### src/rtl/dcache_ctrl_pkg.sv
package dcache_ctrl_pkg;

	// Miss controller states.
	typedef enum logic [2:0] {
		st_idle,
		st_lookup,
		st_writeback, // Victim line going out.
		st_fill,      // Requested line coming in.
		st_done
	} dcache_state_t;

	// Source of the line address on the memory port.
	typedef enum logic {
		addr_req_line,
		addr_victim_line
	} pmem_addr_sel_t;

endpackage : dcache_ctrl_pkg

### src/rtl/rv32_bus_pkg.sv
package rv32_bus_pkg;

	// Byte lanes in one bus word.
	localparam int rv32_mask_w = 4;
	localparam int rv32_word_w = 8 * rv32_mask_w;

	// Address or data word on the CPU side.
	typedef logic [rv32_word_w-1:0] rv32_word_t;

	typedef logic [rv32_mask_w-1:0] rv32_mask_t; // One enable bit per byte.

endpackage : rv32_bus_pkg

### src/rtl/dcache_result.sv
module dcache_result #(
	parameter int s_offset = 5,
	parameter int s_index = 3,
	localparam int s_tag = 32 - s_offset - s_index,
	localparam int s_line = 8 * 2**s_offset
) (
	input logic clk,
	input logic rst_n,
	input logic done,
	input dcache_ctrl_pkg::pmem_addr_sel_t addr_sel,
	input logic [s_line-1:0] hit_line,
	input logic [s_offset-3:0] pipe_word_sel,
	input logic [s_tag-1:0] pipe_tag,
	input logic [s_index-1:0] pipe_index,
	input logic [s_tag-1:0] victim_tag,
	output logic resp,
	output rv32_bus_pkg::rv32_word_t resp_rdata,
	output rv32_bus_pkg::rv32_word_t pmem_address
);
	import rv32_bus_pkg::*;
	import dcache_ctrl_pkg::*;

	rv32_word_t sel_word;
	logic [s_tag-1:0] addr_tag;

	assign sel_word = hit_line[32*pipe_word_sel +: 32];

	always_ff @(posedge clk) begin
		if (!rst_n)
			resp <= 1'b0;
		else
			resp <= done;
	end

	always_ff @(posedge clk) begin
		if (done)
			resp_rdata <= sel_word;
	end

	// Line aligned, the set comes from the request either way.
	assign addr_tag = (addr_sel == addr_victim_line) ? victim_tag : pipe_tag;
	assign pmem_address = {addr_tag, pipe_index, {s_offset{1'b0}}};

endmodule : dcache_result

### config.mk
export PLATFORM = sky130hd
export DESIGN_NAME = dcache_result
export DESIGN_NICKNAME = d
export VERILOG_FILES = /design/src/rtl/dcache_ctrl_pkg.sv /design/src/rtl/rv32_bus_pkg.sv /design/src/rtl/dcache_result.sv
export SDC_FILE = /design/constraint.sdc
export NUM_CORES = 1
export LEC_CHECK = 0
export BUFFER_PORTS_ARGS = -buffer_cell sky130_fd_sc_hd__buf_2
export CAP_MARGIN = 20
export CORE_AREA = 10 10 138 140
export DETAILED_ROUTE_END_ITERATION = 12
export DIE_AREA = 0 0 148 150
export SKIP_LAST_GASP = 1
export SLEW_MARGIN = 40
export SYNTH_ARGS = -nofsm -noshare
export SYNTH_HDL_FRONTEND = slang
export SYNTH_SLANG_ARGS = --single-unit
export TNS_END_PERCENT = 30
### constraint.sdc
create_clock -name clk -period 1.4 [get_ports clk]
set_clock_uncertainty 0.1 [all_clocks]
set_input_delay 0 -clock clk [delete_from_list [all_inputs] [get_ports clk]]
set_output_delay 0 -clock clk [all_outputs]
set_load 0.03 [all_outputs]
==> metrics.md <==
| Metric | Value |
|---|---|
| Placed instance area | 0.00550 mm^2 |
| Largest net degree at the start of global routing | 38 |
| Clk sink count | 33 |
| DRT antenna net count | 0 |
| Synthesis-to-finish area growth | 66.7% |
| Routability Congestion | 0.852 |
| Reg clk slew, reported paths | 60 ps |
| Netlist cell types | 12 |
| Crit. End Element | flip-flop |
| Critical Path RT | 1340 ps |
| Port bufs | 367 |
| Post-route cell area | 0.00569 mm^2 |
| Setup violations, final | 0 |
| Fin nets | around 860 |
| Worst-path cell chain | buf_4, buf_12, mux4_1, mux2_2 |
| Routed vias | 3518 |
| Cell Pwr Density | 725 mW/mm^2 |
| Die width | 148 um |
| Ys Warns | 0 |
| # H-tree levels | 2 |
| DP Cell Count | 757 |
| CP max FO | 28 |
| Share of layout cells above drive strength 1 | 84.5% |
| Initial antenna violation count | 2 |
| Seq cells post-synth | 33 |
| TritonCTS Buffers | 5 |
| Status | complete, no violations |
| Post-synthesis instance area | 0.00341 mm^2 |
| Fin crit share | 93.2% |
| Startpoint class of the critical path | input port |
| Wire per inst | 22.5 um |
| Clock buffer depth | 2 |
| Total grt overflow | 0 |
| Core area | 0.0163 mm^2 |
| Synthesized instance count | 184 |
| Tmin final | 1310 ps |
| Die ar. | between 0.02 and 0.025 mm^2 |
| Min Hold Slack | roughly 110 ps |
| Post-CTS setup buffer count | 0 |
| CTS tree | yes |
| Std cell rows | 47 |
| Non-filler instance count after layout | 769 |
| Initial Util | 20.9% |
| Max-cap check violation count | 0 |
| Post-cts sizing count | 0 |
| Hold crit path type | in -> reg |
| Overall routing resource usage | 14.5% |
| Critical path arrival | 1240 ps |
| Post-detail-place hpwl | 15.0 mm |
| Slowest-stage cell, CP | mux4_1 |
| Max-slew violations | 0 |
| First-pass GRT wire length | 24.2 mm |
| Sequential share of the synthesized area | 28.7% |
| Vias in the first global route | 4151 |
| Max frequency | 766 MHz |
| Leakage power | 0.00275 uW |
| Io pins | 379 |
| CTS Hold Bufs | 4 |
| Maximum VDD drop | between 0.0004 and 0.0005 V |
| CTS Root Cell | clkbuf_16 |
| Final Power | 4120 uW |
| Final-report hold violation count | 0 |
| Die H | around 150 um |
| # DRC | 0 |
| Slowest stage delay, CP | approximately 580 ps |
| Vias per inst | between 4 and 5 |
| First-pass DRT Iterations | 4 |
| ANT cells | 0 |
| Final core utilization | approximately a third |
| Mean post-synth cell area | 18.5 um^2 |
| 1st-iter DRT viols | 113 |
| RSZ-0062 raised after global routing | no |
| Post-Route WL | 17.3 mm |
| Critical path type | in -> reg |
## sequential cells by signal, indices dropped and copies added (netlist names)
name	cells
resp_rdata	32
resp	1
## Yosys cell counts, drive strengths merged
cell type | n | area [um^2]
and2 | 1 | 6.26
buf | 24 | 180
clkbuf | 5 | 18.8
conb | 1 | 3.75
dfxtp | 1 | 20.0
edfxtp | 32 | 961
mux2 | 56 | 631
mux4 | 64 | 1590
## placed cells by master (no fill, tap or decap), drive strengths merged
cell,Yosys,layout
and2,1,1
dlygate4sd3,0,4
mux2,56,56
conb,1,5
dfxtp,1,1
edfxtp,32,32
mux4,64,64
buf,24,378
clkbuf,5,8
## kinds of logic after synthesis
logic type | synth area share (%)
other cells | 0.110
mux | 65.1
simple gates | 0.183
flops | 28.7
buf+inv | 5.83
## report_power, final
part	switching [uW]	internal, uW
registers	27.3	1230
clock network	463	711
logic	816	876
## metrics by stage
stage                     TNS, ps  setup WS [ps]
after global placement      -5120           -197
after detailed placement    -5910           -226
after CTS                       0           92.7
after floorplan              -305          -11.8
final                           0           94.6
after global routing            0           44.1
## worst max-delay path, delay by kind of cell
family	cells	cell delay (ps)
buffers and inverters	2	380
muxes	2	850
## layer usage
metal	share of wire [%]	up-vias	track usage [%]
met5	0	-	0
met4	1.8	0	4.71
met3	10	20	6.01
met2	53	253	27.0
met1	35	1675	14.2
li1	-	1570	-
## path summary, 6_finish.rpt
check | startpoint | endpoint | slack [ps] | cells after the start
min | hit_line[228] | resp_rdata[4] | 110 | 3
max | pipe_word_sel[0] | resp_rdata[22] | 90 | 4
## area by class of cell
type,instances,area [um^2]
well taps,220,275
fillers,1656,10700
multi-input cells,126,2250
clock buffers,8,146
repair buffers,382,2040
flip-flops and latches,33,981
Power figures use the tool's default switching activity.
