===== config.mk =====
export PLATFORM = sky130hd
export DESIGN_NAME = dcache_control
export DESIGN_NICKNAME = d
export VERILOG_FILES = /design/src/rtl/dcache_ctrl_pkg.sv /design/src/rtl/dcache_control.sv
export SDC_FILE = /design/constraint.sdc
export NUM_CORES = 1
export LEC_CHECK = 0
export BUFFER_PORTS_ARGS = -buffer_cell sky130_fd_sc_hd__buf_2
export CORE_AREA = 4 4 41 43
export DETAILED_ROUTE_END_ITERATION = 7
export DIE_AREA = 0 0 45 47
export PLACE_DENSITY = 0.58
export SLEW_MARGIN = 20
export SYNTH_ARGS = -nofsm -noshare
export SYNTH_HDL_FRONTEND = slang
export SYNTH_SLANG_ARGS = --single-unit

===== constraint.sdc =====
create_clock -name clk -period 2.65 [get_ports clk]
set_input_delay 0.265 -clock clk [delete_from_list [all_inputs] [get_ports clk]]
set_output_delay 0.265 -clock clk [all_outputs]
set_load 0.01 [all_outputs]

===== src/rtl/dcache_ctrl_pkg.sv =====
package dcache_ctrl_pkg;

	// Miss controller states.
	typedef enum logic [2:0] {
		st_idle,
		st_lookup,
		st_writeback, // Victim line going out.
		st_fill,      // Requested line coming in.
		st_done
	} dcache_state_t;

	// Source of the line address on the memory port.
	typedef enum logic {
		addr_req_line,
		addr_victim_line
	} pmem_addr_sel_t;

endpackage : dcache_ctrl_pkg


===== src/rtl/dcache_control.sv =====
module dcache_control (
	input logic clk,
	input logic rst_n,
	input logic req,
	input logic pipe_write,
	input logic hit,
	input logic victim_dirty,
	input logic pmem_resp,
	output logic accept,
	output logic array_read,
	output logic store,
	output logic fill,
	output logic lru_touch,
	output logic done,
	output dcache_ctrl_pkg::pmem_addr_sel_t addr_sel,
	output logic pmem_read,
	output logic pmem_write
);
	import dcache_ctrl_pkg::*;

	dcache_state_t state;
	dcache_state_t next_state;
	logic filled;
	logic start_read;
	logic start_write;

	always_comb begin
		next_state = state;
		accept = 1'b0;
		array_read = 1'b0;
		store = 1'b0;
		fill = 1'b0;
		lru_touch = 1'b0;
		done = 1'b0;
		addr_sel = addr_req_line;
		start_read = 1'b0;
		start_write = 1'b0;
		case (state)
			st_idle: begin
				if (req) begin
					accept = 1'b1;
					array_read = 1'b1;
					next_state = st_lookup;
				end
			end
			st_lookup: begin
				if (hit) begin
					done = 1'b1;
					lru_touch = 1'b1;
					store = pipe_write;
					next_state = st_done;
				end else if (victim_dirty) begin
					start_write = 1'b1;
					next_state = st_writeback;
				end else begin
					start_read = 1'b1;
					next_state = st_fill;
				end
			end
			st_writeback: begin
				addr_sel = addr_victim_line;
				if (pmem_resp) begin
					start_read = 1'b1;
					next_state = st_fill;
				end
			end
			st_fill: begin
				// Line written last cycle, read it back for the retry.
				if (filled) begin
					array_read = 1'b1;
					next_state = st_lookup;
				end else if (pmem_resp) begin
					fill = 1'b1;
				end
			end
			st_done: next_state = st_idle; // Response cycle.
			default: next_state = st_idle;
		endcase
	end

	always_ff @(posedge clk) begin
		if (!rst_n) begin
			state <= st_idle;
			filled <= 1'b0;
			pmem_read <= 1'b0;
			pmem_write <= 1'b0;
		end else begin
			state <= next_state;
			filled <= fill;
			pmem_read <= start_read; // Strobe in the first cycle of the state.
			pmem_write <= start_write;
		end
	end

endmodule : dcache_control


==> flow_summary.toml, run 1 <==
[cts]
cts_sinks = 6
cts_hold_buf = 0
cts_resized = 0
post-cts-setup-buffer-count = 0
cts_buffer_depth = 2
clk_latency_ns = 0.24
numCtsBuffers = 3
cts_root_buf = "clkbuf_4"
htreeDepth = 1
tritoncts = "done"
clk_pin_slew_ns = 0.04

[global_route]
met3_usage_pct = 6.51
grt_pass1_vias = 240
grt_usage_pct = 6.81
met1_usage_pct = 8.03
met2_usage_pct = 9.60
grt_antenna_before_repair = 0
grt_pass1_wl_um = 993
grt-ovfl-total = 0
grt_max_degree = 15
busiest_layer = "met2"

[worst_setup_path]
critical_path_required_ns = 2.38
reg2reg_from = "state[0]$_SDFFE_PN0P_"
slowest_stage = "dfxtp_1"
critical_path.max_stage_delay_ns = 0.54
crit_cells = 3
path_max_fanout = 13
end_kind = "output port"
path_cells = "and4bb_2 > and2_1 > buf_2"
endpoint = "store"
crit_buf_inv = 1
crit_family = "flip-flops"
reg2reg_depth = 2
critPathLaunchType = "flip-flop"
path_class = "flip-flop to output port"
r2r_end = "pmem_read$_SDFF_PN0_"
reg2reg_slack_ns = 1.43
worstPathArrival_ns = 1.35
startpoint = "state[1]$_SDFFE_PN0P_"

[detailed_routing]
ant_nets = 0
vias = 302
avgViaCountPerCell = 4.58
dr.pass1.iters = 4
drt_iter0_drc = 3
drc = 0
avgRoutedWirePerCell_um = 10.4
totalWireLength_um = 684

[final_layout]
syn_to_final_growth_pct = 32.1
insertedDiodeCount = 0
drive_gt1_share_pct = 37.3
stdcell_area_um2 = 407
fin_nets = 60

[die]
core_area_mm2 = 0.00130
ios = 16
start_util_pct = 23.7
die_w_um = 45
die_area_mm2 = 0.00212
rows = 13
die_h_um = 47

[synthesis]
syn_area_per_cell_um2 = 8.55
synth.distinct_cells = 17
syn_nets = 43
ys_ff_latch = 6
yosys.area.top_type = "dfxtp_1"
yosys.cell_count.top_type = "dfxtp_1"
synth_top_cells_by_area = "dfxtp_1 (39%), nand3b_1 (7.3%), nor3b_1 (7.3%), a21oi_1 (6.5%), nor4b_1 (5.7%)"
synth_flop_cell = "dfxtp_1"
synth_edf_count = 0
ys_async_sr_fraction_pct = 0
postSynthCellCount = 36
synth_warnings = 0
synth_top_area_share_pct = 39.0
synth_seq_area_share_pct = 39.0
synth_area_um2 = 308
synthTopCellsByCount = "dfxtp_1 (6), a21oi_1 (4), nor2_1 (4)"

[status]
status = "finished clean"

[power_and_ir_drop]
p_leak_nw = 0.177
ir_drop_mv = 0.302
power_mw = 0.236
p_per_area_mw_per_mm2 = 579

[sta]
max_slew_margin_pct = 74.5
slew_violations = 0
clock.fmax_mhz = 619
tightest_slew_ns = 0.382
setup_viol = 0
setup_tns_ns = 0
post-route-period-util_pct = 61.0
grt_setup_unrepaired = "no"
hold_violations = 0
clock_skew_ns = 0.00339
min_period_ns = 1.62

[placement]
gp_congestion = 0.764
portBuffers = 15
place_area_um2 = 384

[worst_hold_path]
hold_path.class = "input port to flip-flop"

[job]
maxCapViolations = 0
[per-layer routing]
layer	vias to the layer above	part of all wire [%]
met2	13	40
li1	160	-
met4	0	0
met5	-	0
met1	129	48
met3	0	12
[flip-flops by register name, summed over array words and instances, names as in the netlist]
signal and cells:
pmem_write 1, pmem_read 1, filled 1, state 3
[cells in the final DEF (no fill, tap or decap), drive strengths merged]
cell    count
a21oi       4
nand2b      1
and2        2
buf        15
nand3b      3
nor4b       2
nand2       2
o21ai       1
clkbuf      3
or3         1
nor2        4
and4bb      1
or4b        1
nand3       1
a211oi      1
nor3b       3
dfxtp       6
[worst min path at each step]
stage          depth (start not counted)  slack, ns                     to  from
2_1_floorplan                          1       0.34  pmem_write$_SDFF_PP0_   hit
3_3_place_gp                           2       0.49  pmem_write$_SDFF_PP0_   hit
3_5_place_dp                           2       0.50  pmem_write$_SDFF_PP0_   hit
4_1_cts                                2       0.25  pmem_write$_SDFF_PP0_   hit
5_1_grt                                2       0.25  pmem_write$_SDFF_PP0_   hit
6_report                               2       0.25  pmem_write$_SDFF_PP0_   hit
[power breakdown]
part / internal, mW / switching (mW)
sequential: 0.0964 / 0.0126
clock: 0.0509 / 0.0288
combinational: 0.0250 / 0.0219
total: 0.172 / 0.0632
[kinds of logic (layout without fill, tap and decap cells)]
logic type / after synthesis / in the layout / synth area share [%]
buffers and inverters: 3 / 18 / 5.69
flip-flops: 6 / 6 / 39.0
AND/OR/NAND/NOR: 21 / 21 / 44.7
AO/OA/AOI/OAI: 6 / 6 / 10.6
[area by class of cell]
| type | instances | area, µm² |
|---|---|---|
| timing repair buffer | 15 | 75.1 |
| clock buffer | 3 | 22.5 |
| sequential | 6 | 120 |
| fill | 161 | 895 |
| multi-input combinational | 27 | 170 |
| tap | 15 | 18.8 |
[through the flow]
stage | cells | setup slack (ns) | util, % | hold slack, ns
final | 66 | 1.03 | 31.3 | 0.254
after global routing | 66 | 0.925 | 31.3 | 0.252
after CTS | 66 | 1.03 | 31.3 | 0.251
after detailed placement | 63 | 1.29 | 29.5 | 0.497
after global placement | 63 | 1.30 | 29.5 | 0.495
after floorplan | 36 | 1.43 | - | 0.344
Note: power is estimated with default switching activity, not from simulation.
==> inputs of run 2 (changes only) <==
==> constraint.sdc (replaced) <==
create_clock -name clk -period 1.6 [get_ports clk]
set_input_delay 0.16 -clock clk [delete_from_list [all_inputs] [get_ports clk]]
set_output_delay 0.16 -clock clk [all_outputs]
set_load 0.01 [all_outputs]
==> run 2 against run 1 <==
  * Cell area up 0.62%
  * Clock power up 68%
  * Via count up 1.7%
  * Sequential cell count unchanged
  * Hold slack worse by 0.11 ns
==> flow_summary.toml, run 2 (same netlist as run 1, synthesis figures left out) <==
[power_and_ir_drop]
share_comb_of_total_power_pct = 19.6
ir_drop_mv = 0.460
sequentialPowerShare_pct = 46.2
p_switching_mw = 0.105
p_int_mw = 0.287
p_clk_share_pct = 34.2
p_leak_nw = 0.178
p_sw_share_pct = 26.9
p_per_area_mw_per_mm2 = 959

[global_route]
grt_antenna_before_repair = 0
grt_pass1_vias = 285
grt_pass1_wl_mm = 1.15
grt_max_degree = 15
grt_usage_pct = 8.08
grt-ovfl-total = 0

[worst_setup_path]
path_max_fanout = 8
path_class = "flip-flop to output port"
end_kind = "output port"
reg2reg_depth = 2
worstPathArrival_ns = 1.24
critPathLaunchType = "flip-flop"
critical_path_required_ns = 1.44

[detailed_routing]
dr.pass1.iters = 2
totalWireLength_um = 663
avgRoutedWirePerCell_um = 10.0
drt_iter0_drc = 1
drc = 0
ant_nets = 0
avgViaCountPerCell = 4.65
vias = 307

[die]
ios = 16
die_h_um = 47
start_util_pct = 23.7
core_area_mm2 = 0.00130
rows = 13
die_area_mm2 = 0.00212
die_w_um = 45

[final_layout]
largest_reg_flops = 3
insertedDiodeCount = 0
final_cell_mix = "buf_2 (15), nor2_1 (4), a21oi_1 (4), dfxtp_1 (4)"
drive_gt1_share_pct = 41.2
fin_nets = 60
syn_to_final_growth_pct = 32.9
layout.cells.most_common = "buf_2"
regMostFlops = "state"

[placement]
portBuffers = 15
gp_congestion = 0.772
place_hpwl_um = 515

[sta]
grt_setup_unrepaired = "no"
min_period_ns = 1.40
clock_skew_ns = 0.000882
fin_hold_ws_ns = 0.141
clock.fmax_mhz = 715
post-route-period-util_pct = 87.4
hold_violations = 0
setup_viol = 0
max_slew_margin_pct = 83.8
slew_violations = 0
tightest_slew_ns = 0.239
setup_tns_ns = 0

[cts]
numCtsBuffers = 3
clk_latency_ns = 0.24
tritoncts = "done"
htreeDepth = 1
cts_sinks = 6
cts_buffer_depth = 2
cts_root_buf = "clkbuf_4"
clk_pin_slew_ns = 0.04

[worst_hold_path]
hold_depth = 2
hold_path.class = "input port to flip-flop"

[job]
maxCapViolations = 0

[status]
status = "finished clean"
-- run 2: cell counts in the layout (fill, tap and decap cells not counted) --
No cell type changed its count.
-- run 2: stage by stage --
stage / setup slack [ns] / power [mW] / instance area (µm²) / std cells / util, %
final: 0.201 / 0.392 / 409 / 66 / 31.4
after global routing: 0.0922 / 0.432 / 409 / 66 / 31.4
after CTS: 0.0790 / 0.399 / 407 / 66 / 31.3
after detailed placement: 0.342 / 0.261 / 384 / 63 / 29.5
after global placement: 0.356 / 0.260 / 384 / 63 / 29.5
after floorplan: 0.487 / 0.233 / 308 / 36 / -
-- run 2: final timing paths --
| kind | start | endpoint | slack [ns] |
|---|---|---|---|
| min | hit | pmem_write$_SDFF_PP0_ | 0.14 |
| min reg2reg | filled$_SDFF_PN0_ | state[1]$_SDFFE_PN0P_ | 0.55 |
| max | state[2]$_SDFFE_PN0P_ | store | 0.20 |
| max reg2reg | state[1]$_SDFFE_PN0P_ | pmem_read$_SDFF_PN0_ | 0.48 |
-- run 2: repair_timing --
item,CTS,global route
setup buffers,0,0
setup endpoints to repair,0,1
gates resized for setup,0,2
hold buffers,0,0
-- run 2: cell type report --
| class | count | area [µm²] |
|---|---|---|
| Sequential cell | 6 | 123 |
| Multi-Input combinational cell | 27 | 170 |
| Fill cell | 147 | 892 |
| Clock buffer | 3 | 22.5 |
| Timing Repair Buffer | 15 | 75.1 |
| Tap cell | 15 | 18.8 |
-- run 2: per-layer routing --
metal	vias up	wire length [µm]	part of all wire (%)	GRT usage, %
li1	160	-	-	-
met1	131	298	45	8.70
met2	14	275	41	10.7
met3	2	84	13	7.66
met4	0	5	0.75	3.51
met5	-	0	0	0
-- run 2: critical path, cell delays in order, from the launching register on --
cell and delay [ns]:
dfxtp_1 0.43, and4bb_2 0.29, and2_1 0.15, buf_2 0.13
-- run 2: power groups by stage --
stage	registers, mW	logic (mW)	clock network (mW)
floorplan	0.169	0.0640	0
global placement	0.182	0.0782	0
detailed placement	0.183	0.0783	0
CTS	0.180	0.0787	0.140
global route	0.185	0.0861	0.162
finish	0.181	0.0769	0.134
