## src/rtl/rv32_bus_pkg.sv

```systemverilog
package rv32_bus_pkg;

	// Byte lanes in one bus word.
	localparam int rv32_mask_w = 4;
	localparam int rv32_word_w = 8 * rv32_mask_w;

	// Address or data word on the CPU side.
	typedef logic [rv32_word_w-1:0] rv32_word_t;

	typedef logic [rv32_mask_w-1:0] rv32_mask_t; // One enable bit per byte.

endpackage : rv32_bus_pkg

```

## src/rtl/dcache_req_decode.sv

```systemverilog
module dcache_req_decode #(
	parameter int s_offset = 5,
	parameter int s_index = 3,
	localparam int s_tag = 32 - s_offset - s_index,
	localparam int s_mask = 2**s_offset,
	localparam int s_line = 8 * s_mask
) (
	input logic clk,
	input logic rst_n,
	input logic accept,
	input logic req_write,
	input rv32_bus_pkg::rv32_word_t req_address,
	input rv32_bus_pkg::rv32_word_t req_wdata,
	input rv32_bus_pkg::rv32_mask_t req_byte_enable,
	output logic [s_index-1:0] rindex,
	output logic [s_index-1:0] pipe_index,
	output logic [s_tag-1:0] pipe_tag,
	output logic [s_offset-3:0] pipe_word_sel,
	output logic pipe_write,
	output logic [s_line-1:0] line_wdata,
	output logic [s_mask-1:0] line_byte_enable
);
	import rv32_bus_pkg::*;

	localparam int s_words = s_mask / 4;

	rv32_word_t pipe_wdata;
	rv32_mask_t pipe_mask;

	// New index goes straight to the arrays in the request cycle.
	assign rindex = accept ? req_address[s_offset +: s_index] : pipe_index;

	always_ff @(posedge clk) begin
		if (!rst_n) begin
			pipe_write <= 1'b0;
		end else if (accept) begin
			pipe_write <= req_write;
		end
	end

	always_ff @(posedge clk) begin
		if (accept) begin
			pipe_index <= req_address[s_offset +: s_index];
			pipe_tag <= req_address[31 -: s_tag];
			pipe_word_sel <= req_address[2 +: s_offset-2];
			pipe_wdata <= req_wdata;
			pipe_mask <= req_byte_enable;
		end
	end

	// Same word in every slot, mask picks the one that lands.
	assign line_wdata = {s_words{pipe_wdata}};
	assign line_byte_enable = {{(s_mask-4){1'b0}}, pipe_mask} << {pipe_word_sel, 2'b00};

endmodule : dcache_req_decode

```

## config.mk

```make
export PLATFORM = sky130hd
export DESIGN_NAME = dcache_req_decode
export DESIGN_NICKNAME = d
export VERILOG_FILES = /design/src/rtl/rv32_bus_pkg.sv /design/src/rtl/dcache_req_decode.sv
export SDC_FILE = /design/constraint.sdc
export NUM_CORES = 1
export LEC_CHECK = 0
export BUFFER_PORTS_ARGS = -buffer_cell sky130_fd_sc_hd__buf_2
export CAP_MARGIN = 20
export CORE_AREA = 4 4 149 151
export DETAILED_ROUTE_END_ITERATION = 8
export DIE_AREA = 0 0 153 155
export SLEW_MARGIN = 20
export SYNTH_ARGS = -nofsm -noshare
export SYNTH_HDL_FRONTEND = slang
export SYNTH_SLANG_ARGS = --single-unit
```

## constraint.sdc

```tcl
create_clock -name clk -period 3.53 [get_ports clk]
set_clock_uncertainty 0.1 [all_clocks]
set_input_delay 1.059 -clock clk [delete_from_list [all_inputs] [get_ports clk]]
set_output_delay 1.059 -clock clk [all_outputs]
set_load 0.01 [all_outputs]
```

==> metrics.md, run 1 <==
| Metric | Value |
|---|---|
| VDD IR max | around 0.19 mV |
| Largest net degree at the start of global routing | 41 |
| Hold Fails Final Rpt | 0 |
| Metal-1 WL | approximately 3800 um |
| Final worst path period share | ~82% |
| Worst path bufs/invs | 2 |
| CTS max path bufs | 2 |
| Layout fillers | roughly 2300 |
| Die Footprint | roughly 0.024 mm^2 |
| Seq/Total Area, Yosys | roughly half |
| Worst slew pin tran | roughly 0.54 ns |
| Critical path's top delay family | multiplexers |
| Via count | ~2600 |
| CP Capture Type | output port |
| Number of synthesis warnings | 0 |
| Top post-synthesis cells by area | edfxtp_1 (48%), buf_4 (42%), nor2_1 (2.5%) |
| Drt initial violations | 76 |
| Synthesized cell area | roughly 0.0040 mm^2 |
| Status | finished clean |
| Slew HR | between 60% and 70% |
| Mapped Avg Cell Area | ~12 um^2 |
| Post-synthesis cell type count | 15 |
| Number of flops mapped to enable cells by yosys | between 60 and 70 |
| Reg clk slew, reported paths | 0.06 ns |
| Worst hold path type | reg2reg |
| Syn Inst Count | roughly 340 |
| Place WS | roughly 0.61 ns |
| CP max-delay cell | mux2_2 |
| Synth Flop Type | edfxtp_1 |
| Core ar. | around 0.021 mm^2 |
| Detailed Routing Iterations Pass 1 | 4 |
| Final WS setup | 0.628 ns |
| TritonCTS clock tree | built |
| Final period demand of the worst path | between 2 and 3 ns |
| Layout cells sized above 1 | approximately four fifths |
| Worst Path Arrival | ~1.7 ns |
| Clock Sinks | 67 |
| Placer Congestion | a little over 0.7 |
| Ports | approximately 390 |
| Top cells by count, synth | buf_4 (224), edfxtp_1 (63), nor2_1 (26), nor2_2 (6) |
| Syn nets | between 400 and 500 |
| CTS root buf | clkbuf_16 |
| Leakage power | around 2.5 nW |
| Most numerous cell in the Yosys netlist | buf_4 |
| Critical path peak fanout | 10 |
| WL met2 | slightly above 5000 um |
| Flops & latches, synth | 67 |
| Ys async rst share | 0% |
| Fin Setup TNS | 0 ns |
| Unrepaired setup endpoints after global routing | no |
| Synth area leader | edfxtp_1 |
| DR WL met3 | ~1100 um |
| Endpoints failing setup | 0 |
| Crit path kind | in2out |
| Hold buffer count at cts | 0 |
| Worst path cell trace | buf_4 > mux2_2 > buf_2 |
| Number of global-route vias before repair | 2314 |
| WP data required | 2.37 ns |
| Ant diodes | 0 |
| CTS resizes | 0 |
| Die Ht | 155 um |
| Nets | just under 600 |
| Startpoint types | input port |
| Vias per Instance | between 3 and 4 |
| Maximum clock frequency | 345 MHz |
| Row cnt | 53 |
| Avg WL per Cell | 12.8 um |
| Final max-slew violation count | 0 |
| First-pass GRT wire length | about 14000 um |
| Num CTS Buffers | 9 |
| Area Growth Syn to Fin | 22.5% |
| Clk_lat worst skew | 0.33 ns |
| Grt total ovfl | 0 |
| HPWL Detailed | approximately 8400 um |
| Htree depth | 3 |
| Initial antenna violation count | 0 |
| Critical path's largest stage delay | 0.36 ns |
| Max_cap viols | 0 |
| DRC | 0 |
| IO buf count | approximately 390 |
| GRT Total Usage | 7.66% |
| Hold_ws | 0.403 ns |
| Starting Density | between 10% and 20% |
| DRT antenna net count | 0 |
| Total wire length | roughly 10000 um |
| Pwr Density | a little under 500 mW/mm^2 |
| Top Metal Used | met4 |
| Die width | between 150 and 200 um |
| Synth top area share | a little under half |
| Setup Fix Bufs, Post-CTS | 0 |
[per-stage QoR]
step,util (%),cells,cell area [um^2],total power (W)
detailed placement,22.0,784,4580,0.00155
finish,23.3,800,4850,0.00237
global route,23.3,800,4850,0.00250
CTS,23.3,800,4850,0.00244
floorplan,-,343,3960,0.00148
global placement,22.0,784,4580,0.00154
[cells in the final DEF, fill, tap and decap left out]
cell        instances
nand2b_4            4
clkinv_2            2
nor2_1             26
nor2b_1             1
or2_1               1
buf_2             390
edfxtp_1           63
clkbuf_16           9
nor2_2              6
mux2i_1             1
clkinv_4            1
mux2_2              3
clkinvlp_4          2
nand2b_1            2
nand2_2             4
nand2_1             1
inv_6               2
dfxtp_1             4
buf_4               3
[sequential cells by signal, summed over array words and instances, names as in the netlist]
name	cells
pipe_wdata	32
pipe_tag	24
pipe_word_sel	3
pipe_index	3
pipe_write	1
pipe_mask	4
[routing by layer]
| layer | GRT usage (%) | up-vias |
|---|---|---|
| met5 | 0 | - |
| met4 | 2.93 | 0 |
| met3 | 2.78 | 6 |
| met2 | 13.3 | 199 |
| met1 | 8.62 | 1173 |
| li1 | - | 1235 |
[report_power, final]
group | total [W] | switching (W) | leakage, nW | internal [W]
sequential | 0.00101 | 0.0000690 | 0.650 | 0.000942
combinational | 0.000509 | 0.000290 | 1.71 | 0.000219
clock | 0.000845 | 0.000366 | 0.132 | 0.000479
total | 0.00237 | 0.000725 | 2.50 | 0.00164
[cells by family after synthesis]
| family | Yosys count | share of synthesized area [%] |
|---|---|---|
| buf+inv | 227 | 43.0 |
| flops | 67 | 49.8 |
| simple gates | 45 | 6.16 |
| mux | 4 | 1.11 |
[area by class of cell]
class,count,area [um^2],area share (%)
Clock buffer,9,225,4.64
Clock inverter,7,51.3,1.06
Multi-Input combinational cell,49,288,5.93
Sequential cell,67,1970,40.6
Tap cell,275,344,7.09
Timing Repair Buffer,393,1970,40.7
[final timing paths]
check | from | end | slack [ns] | depth (start not counted)
min | pipe_index[1] | pipe_index[1] | 0.40 | 1
max | accept | rindex[0] | 0.63 | 3
min reg2reg | pipe_index[1] | pipe_index[1] | 0.40 | 1
max reg2reg | pipe_index[2] | pipe_index[2] | 2.74 | 1
(Power assumes the default switching activity.)
==> inputs of run 2 (changes only) <==
Settings changed: ABC_AREA from default to 1.
Clock period 3.53 ns to 2.9 ns, I/O delays scaled along.
==> metrics.md, run 2 <==
| Metric | Value |
|---|---|
| Vias per Instance | 3.33 (+1.9%) |
| Avg WL per Cell | 12.2 um (-4.7%) |
| CP Capture Type | output port |
| Largest net degree at the start of global routing | 33 (-20%) |
| Final worst path period share | around 85% |
| Slew HR | 71.6% (+7.6 points) |
| Reg with most FFs | pipe_wdata |
| Unrepaired setup endpoints after global routing | no |
| Fin Setup TNS | 0 ns (unchanged) |
| NetSw | 0.000856 W (+18%) |
| Total wire length | 9950 um (-2.5%) |
| Num CTS Buffers | 9 (unchanged) |
| Placer Congestion | 0.736 (+2.3%) |
| HPWL Detailed | 8350 um (-0.55%) |
| Area taken by multi-input logic gates | 254 um^2 (-12%) |
| Number of flip-flops in the largest register | 32 (unchanged) |
| Crit path kind | reg2out |
| Core ar. | 0.0208 mm^2 (unchanged) |
| Flops & latches, synth | 67 (unchanged) |
| Synthesized cell area | 0.00399 mm^2 (+0.66%) |
| Top post-synthesis cells by area | edfxtp_1 (47%), buf_4 (42%), nor2_1 (3.1%) |
| Largest registers | pipe_wdata (32), pipe_tag (24), pipe_mask (4) |
| Critical path peak fanout | 10 (unchanged) |
| Place WS | 0.404 ns (-0.209 ns) |
| Die Footprint | 0.0237 mm^2 (unchanged) |
| Htree depth | 3 (unchanged) |
| Hold Path Sink | pipe_index[0] |
| Detailed Routing Iterations Pass 1 | 4 (unchanged) |
| Startpoint types | flop |
| Number of flops mapped to enable cells by yosys | 63 (unchanged) |
| Flop2flop setup slack | 2.11 ns (-0.63 ns) |
| Hold buffer count at cts | 0 (unchanged) |
| Hold_ws | 0.391 ns (-0.0118 ns) |
| TritonCTS clock tree | built |
| Maximum clock frequency | 405 MHz |
| DRT antenna net count | 0 (unchanged) |
| Row cnt | 53 (unchanged) |
| Cells on Worst Hold Path | 2 (+1) |
| Most frequent cells in the layout | buf_2 (390), edfxtp_1 (63), nor2_1 (33) |
| Ys async rst share | 0% (unchanged) |
| Top cells by count, synth | buf_4 (224), edfxtp_1 (63), nor2_1 (33), nand3_1 (14), nand2_1 (5) |
| Synth Flop Type | edfxtp_1 |
| Net Sw Frac | 29.2% (-1.4 points) |
| Reg area | 0.00197 mm^2 (unchanged) |
| IO buf count | 391 (unchanged) |
| Seq/Total Area, Yosys | 49.4% (-0.33 points) |
| Commonest non-fill, non-tap cell in the layout | buf_2 |
| CTS max path bufs | 2 (unchanged) |
| First-pass GRT wire length | 14000 um (+1.1%) |
| Synth top area share | 47.4% (-0.31 points) |
| Final WS setup | 0.430 ns (-0.199 ns) |
| Most numerous cell in the Yosys netlist | buf_4 |
| Setup Fix Bufs, Post-CTS | 0 (unchanged) |
| Syn Inst Count | 361 (+5.2%) |
| Number of global-route vias before repair | 2479 (+7.1%) |
| Clk_lat worst skew | 0.33 ns (about the same) |
| Ant diodes | 0 (unchanged) |
| CTS resizes | 0 (unchanged) |
| Worst reg2reg endpoint | pipe_index[1] |
| Pwr Density | 599 mW/mm^2 (+23%) |
| Drt initial violations | 99 (+30%) |
| Initial antenna violation count | 0 (unchanged) |
| Clock Sinks | 67 (unchanged) |
| Clk pwr share | 37.0% (+1.3 points) |
| GRT Total Usage | 7.67% (+0.015 points) |
| Worst hold path type | reg2reg |
| Endpoints failing setup | 0 (unchanged) |
| Ports | 394 (unchanged) |
| Max_cap viols | 0 (unchanged) |
| Synth area leader | edfxtp_1 |
| VDD IR max | 0.325 mV (+74%) |
| Via count | 2723 (+4.2%) |
| Mapped Avg Cell Area | 11.0 um^2 (-4.4%) |
| Die width | 153 um (unchanged) |
| Worst Reg-to-Reg Cells | 2 (+1) |
| Grt total ovfl | 0 (unchanged) |
| Register share of total power | 42.2% (-0.6 points) |
| Hold path start | pipe_index[0] |
| Power Internal | 0.00207 W (+26%) |
| Layout fillers | 2250 (-0.57%) |
| Post-synthesis cell type count | 14 (-1) |
| CTS root buf | clkbuf_16 |
| Area Growth Syn to Fin | 22.5% (about the same) |
| Layout cells sized above 1 | 76.6% (-4.5 points) |
| WP data required | 1.93 ns (-0.44 ns) |
| Worst slew pin tran | 0.426 ns (-0.114 ns) |
| Leakage power | 2.53 nW (+1.5%) |
| Comb pwr share | 20.8% (-0.7 points) |
| Starting Density | 19.2% (+0.13 points) |
| DRC | 0 (unchanged) |
| Status | finished clean |
| Final period demand of the worst path | about 2.5 ns |
| Number of synthesis warnings | 0 (unchanged) |
| Nets | 610 (+3.0%) |
| Syn nets | 433 (+4.3%) |
| Worst Path Arrival | 1.50 ns (-0.24 ns) |
| Final max-slew violation count | 0 (unchanged) |
| FF-to-FF Start | pipe_index[1] |
| Hold Fails Final Rpt | 0 (unchanged) |
| Reg clk slew, reported paths | 0.06 ns (about the same) |
| Die Ht | 155 um (unchanged) |
## run 2: cell count changes after synthesis, sizes merged
| cell | before | now |
|---|---|---|
| buf | 227 | 229 |
| o21ai | 0 | 3 |
| inv | 0 | 7 |
| nor2b | 1 | 0 |
| nand2b | 6 | 0 |
| nand3 | 0 | 16 |
| or2 | 1 | 0 |
| mux2 | 3 | 0 |
| nor2 | 32 | 34 |
| mux2i | 1 | 0 |
## run 2: per-stage QoR
stage          total power [W]  utilization [%]  cell area, um^2  std cells
2_1_floorplan          0.00180                -             3990        361
3_3_place_gp           0.00187             22.0             4590        802
3_5_place_dp           0.00188             22.0             4590        802
4_1_cts                0.00300             23.5             4890        818
5_1_grt                0.00309             23.5             4890        818
6_report               0.00293             23.5             4890        818
## run 2: logic make-up (layout without fill, tap and decap cells)
kind of cell,after synthesis,in the layout,share of synthesized area [%]
AO/OA/AOI/OAI,3,3,0.376
flip-flops,67,67,49.4
buffers and inverters,236,418,44.2
AND/OR/NAND/NOR,55,55,5.99
## run 2: layout make-up
class | count | share of cell area [%]
inverter | 7 | 0.640
sequential | 67 | 40.4
multi-input combinational | 58 | 5.20
timing repair buffer | 395 | 40.7
clock buffer | 10 | 4.69
clock inverter | 6 | 1.36
tap | 275 | 7.04
## run 2: routing by layer
layer	share of wire, %	GRT usage, %	vias to the layer above
met4	1.5	2.97	0
met3	12	3.23	10
met2	53	13.8	203
met1	33	7.94	1221
li1	-	-	1289
met5	0	0	-
## run 2: worst max-delay path, stage by stage (launching register included)
cell      delay (ns)
edfxtp_1        0.55
inv_2           0.20
nand3_1         0.11
nor2_1          0.14
buf_2           0.15
## run 2: worst max-delay path by stage
stage	from	cells past startpoint	endpoint
final	pipe_word_sel[1]	4	line_byte_enable[6]
after global routing	pipe_word_sel[1]	4	line_byte_enable[5]
after CTS	pipe_word_sel[1]	4	line_byte_enable[6]
after detailed placement	accept	3	rindex[1]
after global placement	accept	3	rindex[1]
after floorplan	accept	1	rindex[0]
## run 2: power groups by stage
stage	clock network, W	logic (W)	registers [W]
6_report	0.00108	0.000609	0.00124
5_1_grt	0.00118	0.000653	0.00126
4_1_cts	0.00114	0.000622	0.00124
3_5_place_dp	0	0.000621	0.00126
3_3_place_gp	0	0.000620	0.00125
2_1_floorplan	0	0.000526	0.00128
